===== src/hw/engine_params.svh =====
//////////////////////////////////////////////////
// sizing macros for the thread queue
// pc width, lane bits, fifo depth, latency width
//////////////////////////////////////////////////
`ifndef ENGINE_PARAMS_SVH
`define ENGINE_PARAMS_SVH

// program counter width of a thread
`define ENGINE_PC_WIDTH 8

// lane identifier width
// number of lanes is 2**ENGINE_CC_ID_BITS
`define ENGINE_CC_ID_BITS 2

// default log2 of entries per lane fifo
// 2 gives 4 entries
`define ENGINE_FIFO_DEPTH_LOG2 2

// width of the running latency estimate
// wraps silently if more threads are in flight than it can count
`define ENGINE_LATENCY_WIDTH 8

`endif


===== src/hw/thread_pkg.sv =====
//////////////////////////////////////////////////
// thread types: program counter, thread entry
// and latency estimate
//////////////////////////////////////////////////
`include "engine_params.svh"

package thread_pkg;

    // program counter of one thread
    typedef logic [`ENGINE_PC_WIDTH-1:0] pc_t;

    // one queued thread
    // pc sits in the upper bits, lane id in the lower bits,
    // same layout as a plain {pc, cc_id} concatenation
    typedef struct packed {
        pc_t                           pc;
        logic [`ENGINE_CC_ID_BITS-1:0] cc_id;
    } thread_t;

    // estimate of cycles a new thread waits before leaving the queue
    typedef logic [`ENGINE_LATENCY_WIDTH-1:0] latency_t;

endpackage


===== src/hw/window_pkg.sv =====
//////////////////////////////////////////////////
// character window types: lane index and mask
//////////////////////////////////////////////////
`include "engine_params.svh"

package window_pkg;

    // one lane per character of the window
    localparam int NUM_LANES = 2 ** `ENGINE_CC_ID_BITS;

    // index of a window character
    typedef logic [`ENGINE_CC_ID_BITS-1:0] lane_t;

    // one bit per lane
    // used for enables, fifo status and one-hot strobes
    typedef logic [NUM_LANES-1:0] lane_mask_t;

endpackage


===== src/hw/engine.sv =====
//////////////////////////////////////////////////
// thread queue top: dispatcher, one fifo per
// lane and the output arbiter
//////////////////////////////////////////////////
`timescale 1ns/1ps

module engine
    import thread_pkg::*;
    import window_pkg::*;
(
    input  logic       clk,
    input  logic       rst,
    // status
    output logic       running,
    output logic       full,
    output lane_mask_t elaborating_chars,
    input  lane_mask_t cur_window_enable,
    input  logic       new_char,
    // input stream
    input  logic       input_pc_valid,
    input  thread_t    input_pc,
    output logic       input_pc_ready,
    output latency_t   input_pc_latency,
    // output stream
    output logic       output_pc_valid,
    output thread_t    output_pc,
    input  logic       output_pc_ready
);

    // per lane write strobes from the dispatcher
    lane_mask_t fifo_wr_en;
    // per lane pop strobes from the arbiter
    lane_mask_t fifo_rd_en;
    lane_mask_t fifo_full;
    lane_mask_t fifo_not_empty;
    // head entry of each lane
    thread_t    fifo_head [NUM_LANES];

    //////////////////////////////////////////////////
    // input side
    //////////////////////////////////////////////////

    thread_dispatch dispatch_i (
        .clk              (clk             ),
        .rst              (rst             ),
        .input_pc_valid   (input_pc_valid  ),
        .input_pc         (input_pc        ),
        .input_pc_ready   (input_pc_ready  ),
        .lane_full        (fifo_full       ),
        .wr_en            (fifo_wr_en      ),
        .full             (full            ),
        .output_pc_valid  (output_pc_valid ),
        .output_pc_ready  (output_pc_ready ),
        .input_pc_latency (input_pc_latency)
    );

    //////////////////////////////////////////////////
    // lane fifos
    //////////////////////////////////////////////////

    // same entry goes to every fifo, wr_en picks the lane
    for (genvar i = 0; i < NUM_LANES; i++)
    begin : g_lane
        thread_fifo fifo_i (
            .clk       (clk              ),
            .rst       (rst              ),
            .din       (input_pc         ),
            .wr_en     (fifo_wr_en[i]    ),
            .rd_en     (fifo_rd_en[i]    ),
            .dout      (fifo_head[i]     ),
            .full      (fifo_full[i]     ),
            .not_empty (fifo_not_empty[i])
        );
    end

    // busy per character, regardless of the window enable
    assign elaborating_chars = fifo_not_empty;

    //////////////////////////////////////////////////
    // output side
    //////////////////////////////////////////////////

    lane_arbiter arbiter_i (
        .clk             (clk              ),
        .rst             (rst              ),
        .head            (fifo_head        ),
        .head_valid      (fifo_not_empty   ),
        .lane_enable     (cur_window_enable),
        .new_char        (new_char         ),
        .rd_en           (fifo_rd_en       ),
        .output_pc       (output_pc        ),
        .output_pc_valid (output_pc_valid  ),
        .output_pc_ready (output_pc_ready  ),
        .running         (running          )
    );

endmodule


===== src/hw/lane_arbiter.sv =====
//////////////////////////////////////////////////
// masked fixed-priority arbiter over the lane
// fifos, priority rotated by new_char
//////////////////////////////////////////////////
`timescale 1ns/1ps

module lane_arbiter
    import thread_pkg::*;
    import window_pkg::*;
(
    input  logic       clk,
    input  logic       rst,
    input  thread_t    head [NUM_LANES],
    input  lane_mask_t head_valid,
    input  lane_mask_t lane_enable,
    input  logic       new_char,
    output lane_mask_t rd_en,
    output thread_t    output_pc,
    output logic       output_pc_valid,
    input  logic       output_pc_ready,
    output logic       running
);

    // lane with the lowest priority
    // search starts at the lane right after it
    lane_t      prio_ptr;
    // heads that may leave this cycle
    lane_mask_t masked_valid;
    // winner of the search
    lane_t      grant_lane;
    logic       grant_found;

    // lanes outside the current window are held back
    assign masked_valid = head_valid & lane_enable;
    assign running      = |masked_valid;

    //////////////////////////////////////////////////
    // priority search
    //////////////////////////////////////////////////

    // walk upward from prio_ptr+1, lane_t arithmetic wraps modulo NUM_LANES
    always_comb
    begin
        lane_t idx;
        grant_lane  = '0;
        grant_found = 1'b0;
        for (int off = 1; off <= NUM_LANES; off++)
        begin
            idx = prio_ptr + lane_t'(off);
            if (masked_valid[idx] && !grant_found)
            begin
                grant_lane  = idx;
                grant_found = 1'b1;
            end
        end
    end

    //////////////////////////////////////////////////
    // output and pop
    //////////////////////////////////////////////////

    assign output_pc       = head[grant_lane];
    assign output_pc_valid = grant_found;

    // pop only the granted lane, only on a completed handshake
    always_comb
    begin
        rd_en = '0;
        if (grant_found && output_pc_ready)
        begin
            rd_en[grant_lane] = 1'b1;
        end
    end

    //////////////////////////////////////////////////
    // priority pointer
    //////////////////////////////////////////////////

    // after reset lane 0 goes first
    // each new character moves the top priority one lane up
    always_ff @(posedge clk)
    begin
        if (rst)
        begin
            prio_ptr <= lane_t'(NUM_LANES - 1);
        end
        else if (new_char)
        begin
            prio_ptr <= prio_ptr + lane_t'(1);
        end
    end

endmodule


===== src/hw/thread_dispatch.sv =====
//////////////////////////////////////////////////
// input side of the thread queue: lane demux,
// common ready, full flag and latency estimate
//////////////////////////////////////////////////
`timescale 1ns/1ps

module thread_dispatch
    import thread_pkg::*;
    import window_pkg::*;
(
    input  logic       clk,
    input  logic       rst,
    input  logic       input_pc_valid,
    input  thread_t    input_pc,
    output logic       input_pc_ready,
    input  lane_mask_t lane_full,
    output lane_mask_t wr_en,
    output logic       full,
    input  logic       output_pc_valid,
    input  logic       output_pc_ready,
    output latency_t   input_pc_latency
);

    // lane of the incoming thread
    lane_t in_lane;
    // handshakes on both ends of the queue
    logic  in_xfer;
    logic  out_xfer;

    assign in_lane = input_pc.cc_id;

    // accept only when every lane has room
    // the target lane is not looked at, this keeps ready off the payload
    assign input_pc_ready = ~(|lane_full);
    assign full           = |lane_full;

    assign in_xfer  = input_pc_valid && input_pc_ready;
    assign out_xfer = output_pc_valid && output_pc_ready;

    //////////////////////////////////////////////////
    // lane demux
    //////////////////////////////////////////////////

    // payload fans out to all fifos, only the selected lane writes
    always_comb
    begin
        wr_en = '0;
        if (in_xfer)
        begin
            wr_en[in_lane] = 1'b1;
        end
    end

    //////////////////////////////////////////////////
    // latency estimate
    //////////////////////////////////////////////////

    // counts threads in flight, plus one for the new arrival
    always_ff @(posedge clk)
    begin
        if (rst)
        begin
            input_pc_latency <= latency_t'(1);
        end
        else
        begin
            case ({in_xfer, out_xfer})
                2'b10:   input_pc_latency <= input_pc_latency + latency_t'(1);
                2'b01:   input_pc_latency <= input_pc_latency - latency_t'(1);
                // both or neither, occupancy unchanged
                default: input_pc_latency <= input_pc_latency;
            endcase
        end
    end

endmodule


===== src/hw/thread_fifo.sv =====
//////////////////////////////////////////////////
// first-word-fall-through fifo of thread entries
//////////////////////////////////////////////////
`timescale 1ns/1ps
`include "engine_params.svh"

module thread_fifo
    import thread_pkg::*;
#(
    parameter int DEPTH_LOG2 = `ENGINE_FIFO_DEPTH_LOG2
)(
    input  logic    clk,
    input  logic    rst,
    input  thread_t din,
    input  logic    wr_en,
    input  logic    rd_en,
    output thread_t dout,
    output logic    full,
    output logic    not_empty
);

    localparam int                DEPTH      = 1 << DEPTH_LOG2;
    localparam logic [DEPTH_LOG2:0] FULL_COUNT = (DEPTH_LOG2 + 1)'(DEPTH);

    // storage
    thread_t               mem [DEPTH];
    // pointers wrap on their own, depth is a power of two
    logic [DEPTH_LOG2-1:0] wr_ptr;
    logic [DEPTH_LOG2-1:0] rd_ptr;
    // one extra bit so that full and empty differ
    logic [DEPTH_LOG2:0]   count;
    // qualified strobes
    logic                  do_wr;
    logic                  do_rd;

    assign full      = (count == FULL_COUNT);
    assign not_empty = (count != '0);

    // write while full and read while empty are dropped here
    assign do_wr = wr_en && !full;
    assign do_rd = rd_en && not_empty;

    // head is always on the output, no read latency
    assign dout = mem[rd_ptr];

    //////////////////////////////////////////////////
    // storage
    //////////////////////////////////////////////////

    always_ff @(posedge clk)
    begin
        if (do_wr)
        begin
            mem[wr_ptr] <= din;
        end
    end

    //////////////////////////////////////////////////
    // pointers and occupancy
    //////////////////////////////////////////////////

    always_ff @(posedge clk)
    begin
        if (rst)
        begin
            wr_ptr <= '0;
            rd_ptr <= '0;
            count  <= '0;
        end
        else
        begin
            if (do_wr)
            begin
                wr_ptr <= wr_ptr + 1'b1;
            end
            if (do_rd)
            begin
                rd_ptr <= rd_ptr + 1'b1;
            end
            // push and pop together leave the count alone
            case ({do_wr, do_rd})
                2'b10:   count <= count + 1'b1;
                2'b01:   count <= count - 1'b1;
                default: count <= count;
            endcase
        end
    end

endmodule


===== config.mk =====
export PLATFORM = sky130hd
export DESIGN_NAME = engine
export DESIGN_NICKNAME = d
export VERILOG_FILES = /design/src/hw/thread_pkg.sv /design/src/hw/window_pkg.sv /design/src/hw/engine.sv /design/src/hw/lane_arbiter.sv /design/src/hw/thread_dispatch.sv /design/src/hw/thread_fifo.sv
export VERILOG_INCLUDE_DIRS = /design/src /design/src/hw
export SDC_FILE = /design/constraint.sdc
export NUM_CORES = 1
export LEC_CHECK = 0
export BUFFER_PORTS_ARGS = -buffer_cell sky130_fd_sc_hd__buf_4
export CAP_MARGIN = 0
export CORE_MARGIN = 2
export CORE_UTILIZATION = 61
export CTS_CLUSTER_DIAMETER = 60
export DETAILED_ROUTE_END_ITERATION = 7
export MAX_ROUTING_LAYER = met4
export PLACE_DENSITY = 0.88
export SLEW_MARGIN = 40
export SYNTH_ARGS = -nofsm -noshare
export SYNTH_HDL_FRONTEND = slang
export SYNTH_SLANG_ARGS = --single-unit

===== constraint.sdc =====
create_clock -name clk -period 3.9 [get_ports clk]
set_input_delay 0.195 -clock clk [delete_from_list [all_inputs] [get_ports clk]]
set_output_delay 0.195 -clock clk [all_outputs]
set_load 0.01 [all_outputs]

==> results_dict.tcl <==
set metrics [dict create \
    rrSetupSlack_ns 0.61 \
    slowest_stage "a221oi_4" \
    yosys_warnings 0 \
    finalCriticalPeriod_ns 3.51 \
    crit_type "reg2out" \
    cp_max_fo 32 \
    arrival_ns 3.32 \
    cts_max_level 1 \
    r2r-end "dispatch_i.input_pc_latency[7]$_SDFFE_PP0P_" \
    antenna_found_initial 0 \
    cts_tree "yes" \
    clock-sinks 206 \
    crit_start "g_lane[3].fifo_i.count[2]$_SDFFE_PP0P_" \
    dieArea_mm2 0.0156 \
    clock.fmax_ghz 0.285 \
    clkSlewWorstSetupHoldPaths_ns 0.06 \
    cts-root-buf "clkbuf_16" \
    ys_ff_latch 206 \
    start_util_pct 61.9 \
    hold_ws_ns 0.0128 \
    crit_top_cell "buf_4" \
    ys_types 56 \
    outcome "finished clean" \
    crit_path_start_kind "flop" \
    end_kind "primary output" \
    pre_cts_ws_ns 0.674 \
    postSynthCellCount 559 \
    seq_area_frac_synth_pct 64.3 \
    ys_async_sr_fraction_pct 0 \
    synth_flop_cell "edfxtp_1" \
    die_y_um 125 \
    power.leakage_nw 3.47 \
    worstHoldStart "input_pc[8]" \
    drt_iter0_markers 488 \
    worstReg2RegStart "g_lane[1].fifo_i.count[2]$_SDFFE_PP0P_" \
    grt_max_degree 45 \
    postCtsSetupRepairBufs 0 \
    grt_pass1_wl_um 28300 \
    worst_slack_ns 0.390 \
    synth_edf_count 160 \
    cp_data_required_time_ns 3.70 \
    grt_usage_pct 24.3 \
    core_mm2 0.0144 \
    rows 44 \
    max_cap_violations 0 \
    drive_gt1_share_pct 22.3 \
    max-vdd-ir-drop_v 0.000348 \
    rsz0062_at_grt "false" \
    n_antenna_cell 0 \
    clockBufferDepth 3 \
    drt-total-wl_um 18000 \
    nets 656 \
    fin_setup_tns_ns 0 \
    holdPathStages 1 \
    syn_area_mm2 0.00890 \
    die_x_um 125 \
    dp_hpwl_um 11200 \
    insertion_delay_ns 0.50 \
    vias 5022 \
    postSynthAreaPerCell_um2 15.9 \
    mappedNetlistNets 610 \
    route.detailed.drc 0 \
    reg2regPathDepth 11 \
    setup_viol 0 \
    skew_ns 0.0225 \
    p_per_area_mw_per_mm2 477 \
    overflow 0 \
    fin_crit_sh_pct 90.0 \
    fin_util_pct 69.9 \
    grt_pass1_vias 5129 \
    port_buffers 44 \
    slew_violations 0 \
    whs_endpoint "g_lane[0].fifo_i.mem[0][8]$_DFFE_PP_" \
    area_growth_pct 12.9 \
    wire_per_inst_um 22.5 \
    ant_nets 0 \
    place_congestion 0.848 \
    drt_pass1_iterations 4 \
    cts-buffers-inserted 21 \
    slew_headroom_pct 49.0 \
    cts_resized 0 \
    cpPeakStageDelay_ns 0.47 \
    crit_path_cell_trace "o31ai_4 -> o22ai_2 -> a221oi_4 -> buf_4 -> and2b_1 -> a211oi_1 -> a21oi_1 -> buf_4" \
    hold_viol_final 0 \
    viasPerCell 6.26 \
    hp-class "in2reg" \
    max_slew.worst_pin.slew_ns 0.764 \
    io_pins 45 \
    nFillCells 877 \
]
## cell usage in the layout (no fill, tap or decap), types with 7 or more instances in the layout
| cell | instances |
|---|---|
| edfxtp_1 | 160 |
| buf_4 | 48 |
| dfxtp_1 | 44 |
| nor2_1 | 41 |
| mux4_2 | 40 |
| inv_1 | 33 |
| ha_1 | 27 |
| a21oi_1 | 26 |
| clkbuf_16 | 21 |
| and2_1 | 16 |
| mux2i_1 | 15 |
| xnor2_1 | 13 |
| nor2b_1 | 11 |
| or3_1 | 10 |
| a211oi_1 | 10 |
| xor2_1 | 10 |
| o21ai_0 | 7 |
## repair_timing
action                                 in CTS  in global routing
hold buffers                                1                  0
endpoints found under the hold margin       1                  0
setup endpoints to repair                   0                  0
## area by class of cell
cell class / count / area (um^2) / area share, %
clock buffers: 22 / 529 / 5.27
clock inverters: 14 / 153 / 1.52
inverters: 33 / 124 / 1.23
multi-input cells: 294 / 2910 / 29.0
flip-flops and latches: 206 / 5730 / 57.0
well taps: 184 / 230 / 2.29
repair buffers: 49 / 370 / 3.69
## per-stage QoR
| step | cell area [um^2] | std cells | power (mW) |
|---|---|---|---|
| 4_1_cts | 10000 | 802 | 4.80 |
| 3_5_place_dp | 9350 | 765 | 2.83 |
| 3_3_place_gp | 9350 | 765 | 2.81 |
| 2_1_floorplan | 8900 | 559 | 2.69 |
| 6_report | 10000 | 802 | 4.79 |
| 5_1_grt | 10000 | 802 | 4.92 |
## logic make-up (layout without fill, tap and decap cells)
| group | count (synthesis) | after routing | share of synthesized area, % |
|---|---|---|---|
| compound gates | 66 | 66 | 5.45 |
| flops | 206 | 206 | 64.3 |
| mux | 55 | 55 | 11.8 |
| fa+ha+maj | 32 | 32 | 4.92 |
| simple gates | 118 | 118 | 8.27 |
| xor+xnor | 23 | 23 | 2.26 |
| buf+inv | 59 | 118 | 2.97 |
## sequential cells by signal (all words and copies together), names as in the netlist, named ones only
name                         flops
arbiter_i.prio_ptr               2
g_lane.fifo_i.mem              160
g_lane.fifo_i.count             12
g_lane.fifo_i.rd_ptr             8
g_lane.fifo_i.wr_ptr             8
dispatch_i.input_pc_latency      8
## critical path: cells and delay by family (launching register included)
kind | cells | cell delay [ns]
buffers and inverters | 2 | 0.66
flip-flops | 1 | 0.37
AO/OA/AOI/OAI | 5 | 1.55
AND/OR/NAND/NOR | 1 | 0.24
## cell usage after synthesis, types with 11 or more instances
master | count | area, um^2
edfxtp_1 | 160 | 4800
dfxtp_1 | 46 | 921
nor2_1 | 41 | 154
mux4_2 | 40 | 901
inv_1 | 33 | 124
ha_1 | 27 | 338
a21oi_1 | 26 | 130
and2_1 | 16 | 100
mux2i_1 | 15 | 150
xnor2_1 | 13 | 114
nor2b_1 | 11 | 68.8
## report_power, final
part	leakage, nW	switching [mW]	total, mW	internal (mW)
Combinational	1.31	0.208	0.361	0.152
Clock	0.340	0.813	2.00	1.19
Sequential	1.82	0.0301	2.43	2.40
## how the worst max path moves through the flow
stage / endpoint / cells past startpoint / slack, ns
6_report: output_pc[0] / 8 / 0.39
4_1_cts: output_pc[0] / 8 / 0.44
2_1_floorplan: dispatch_i.input_pc_latency[7]$_SDFFE_PP0P_ / 11 / 0.99
3_3_place_gp: dispatch_i.input_pc_latency[6]$_SDFFE_PP0P_ / 12 / 0.82
5_1_grt: output_pc[0] / 8 / 0.29
3_5_place_dp: dispatch_i.input_pc_latency[7]$_SDFFE_PP0P_ / 11 / 0.67
## routing by layer
metal  vias to the layer above  track usage (%)  part of all wire [%]
met5                         -                -                     0
met4                         0             7.34                   2.9
li1                       2208                -                     -
met3                        46             3.69                   5.7
met1                      2531             30.8                    39
met2                       237             41.0                    52
Power figures use the tool's default switching activity.
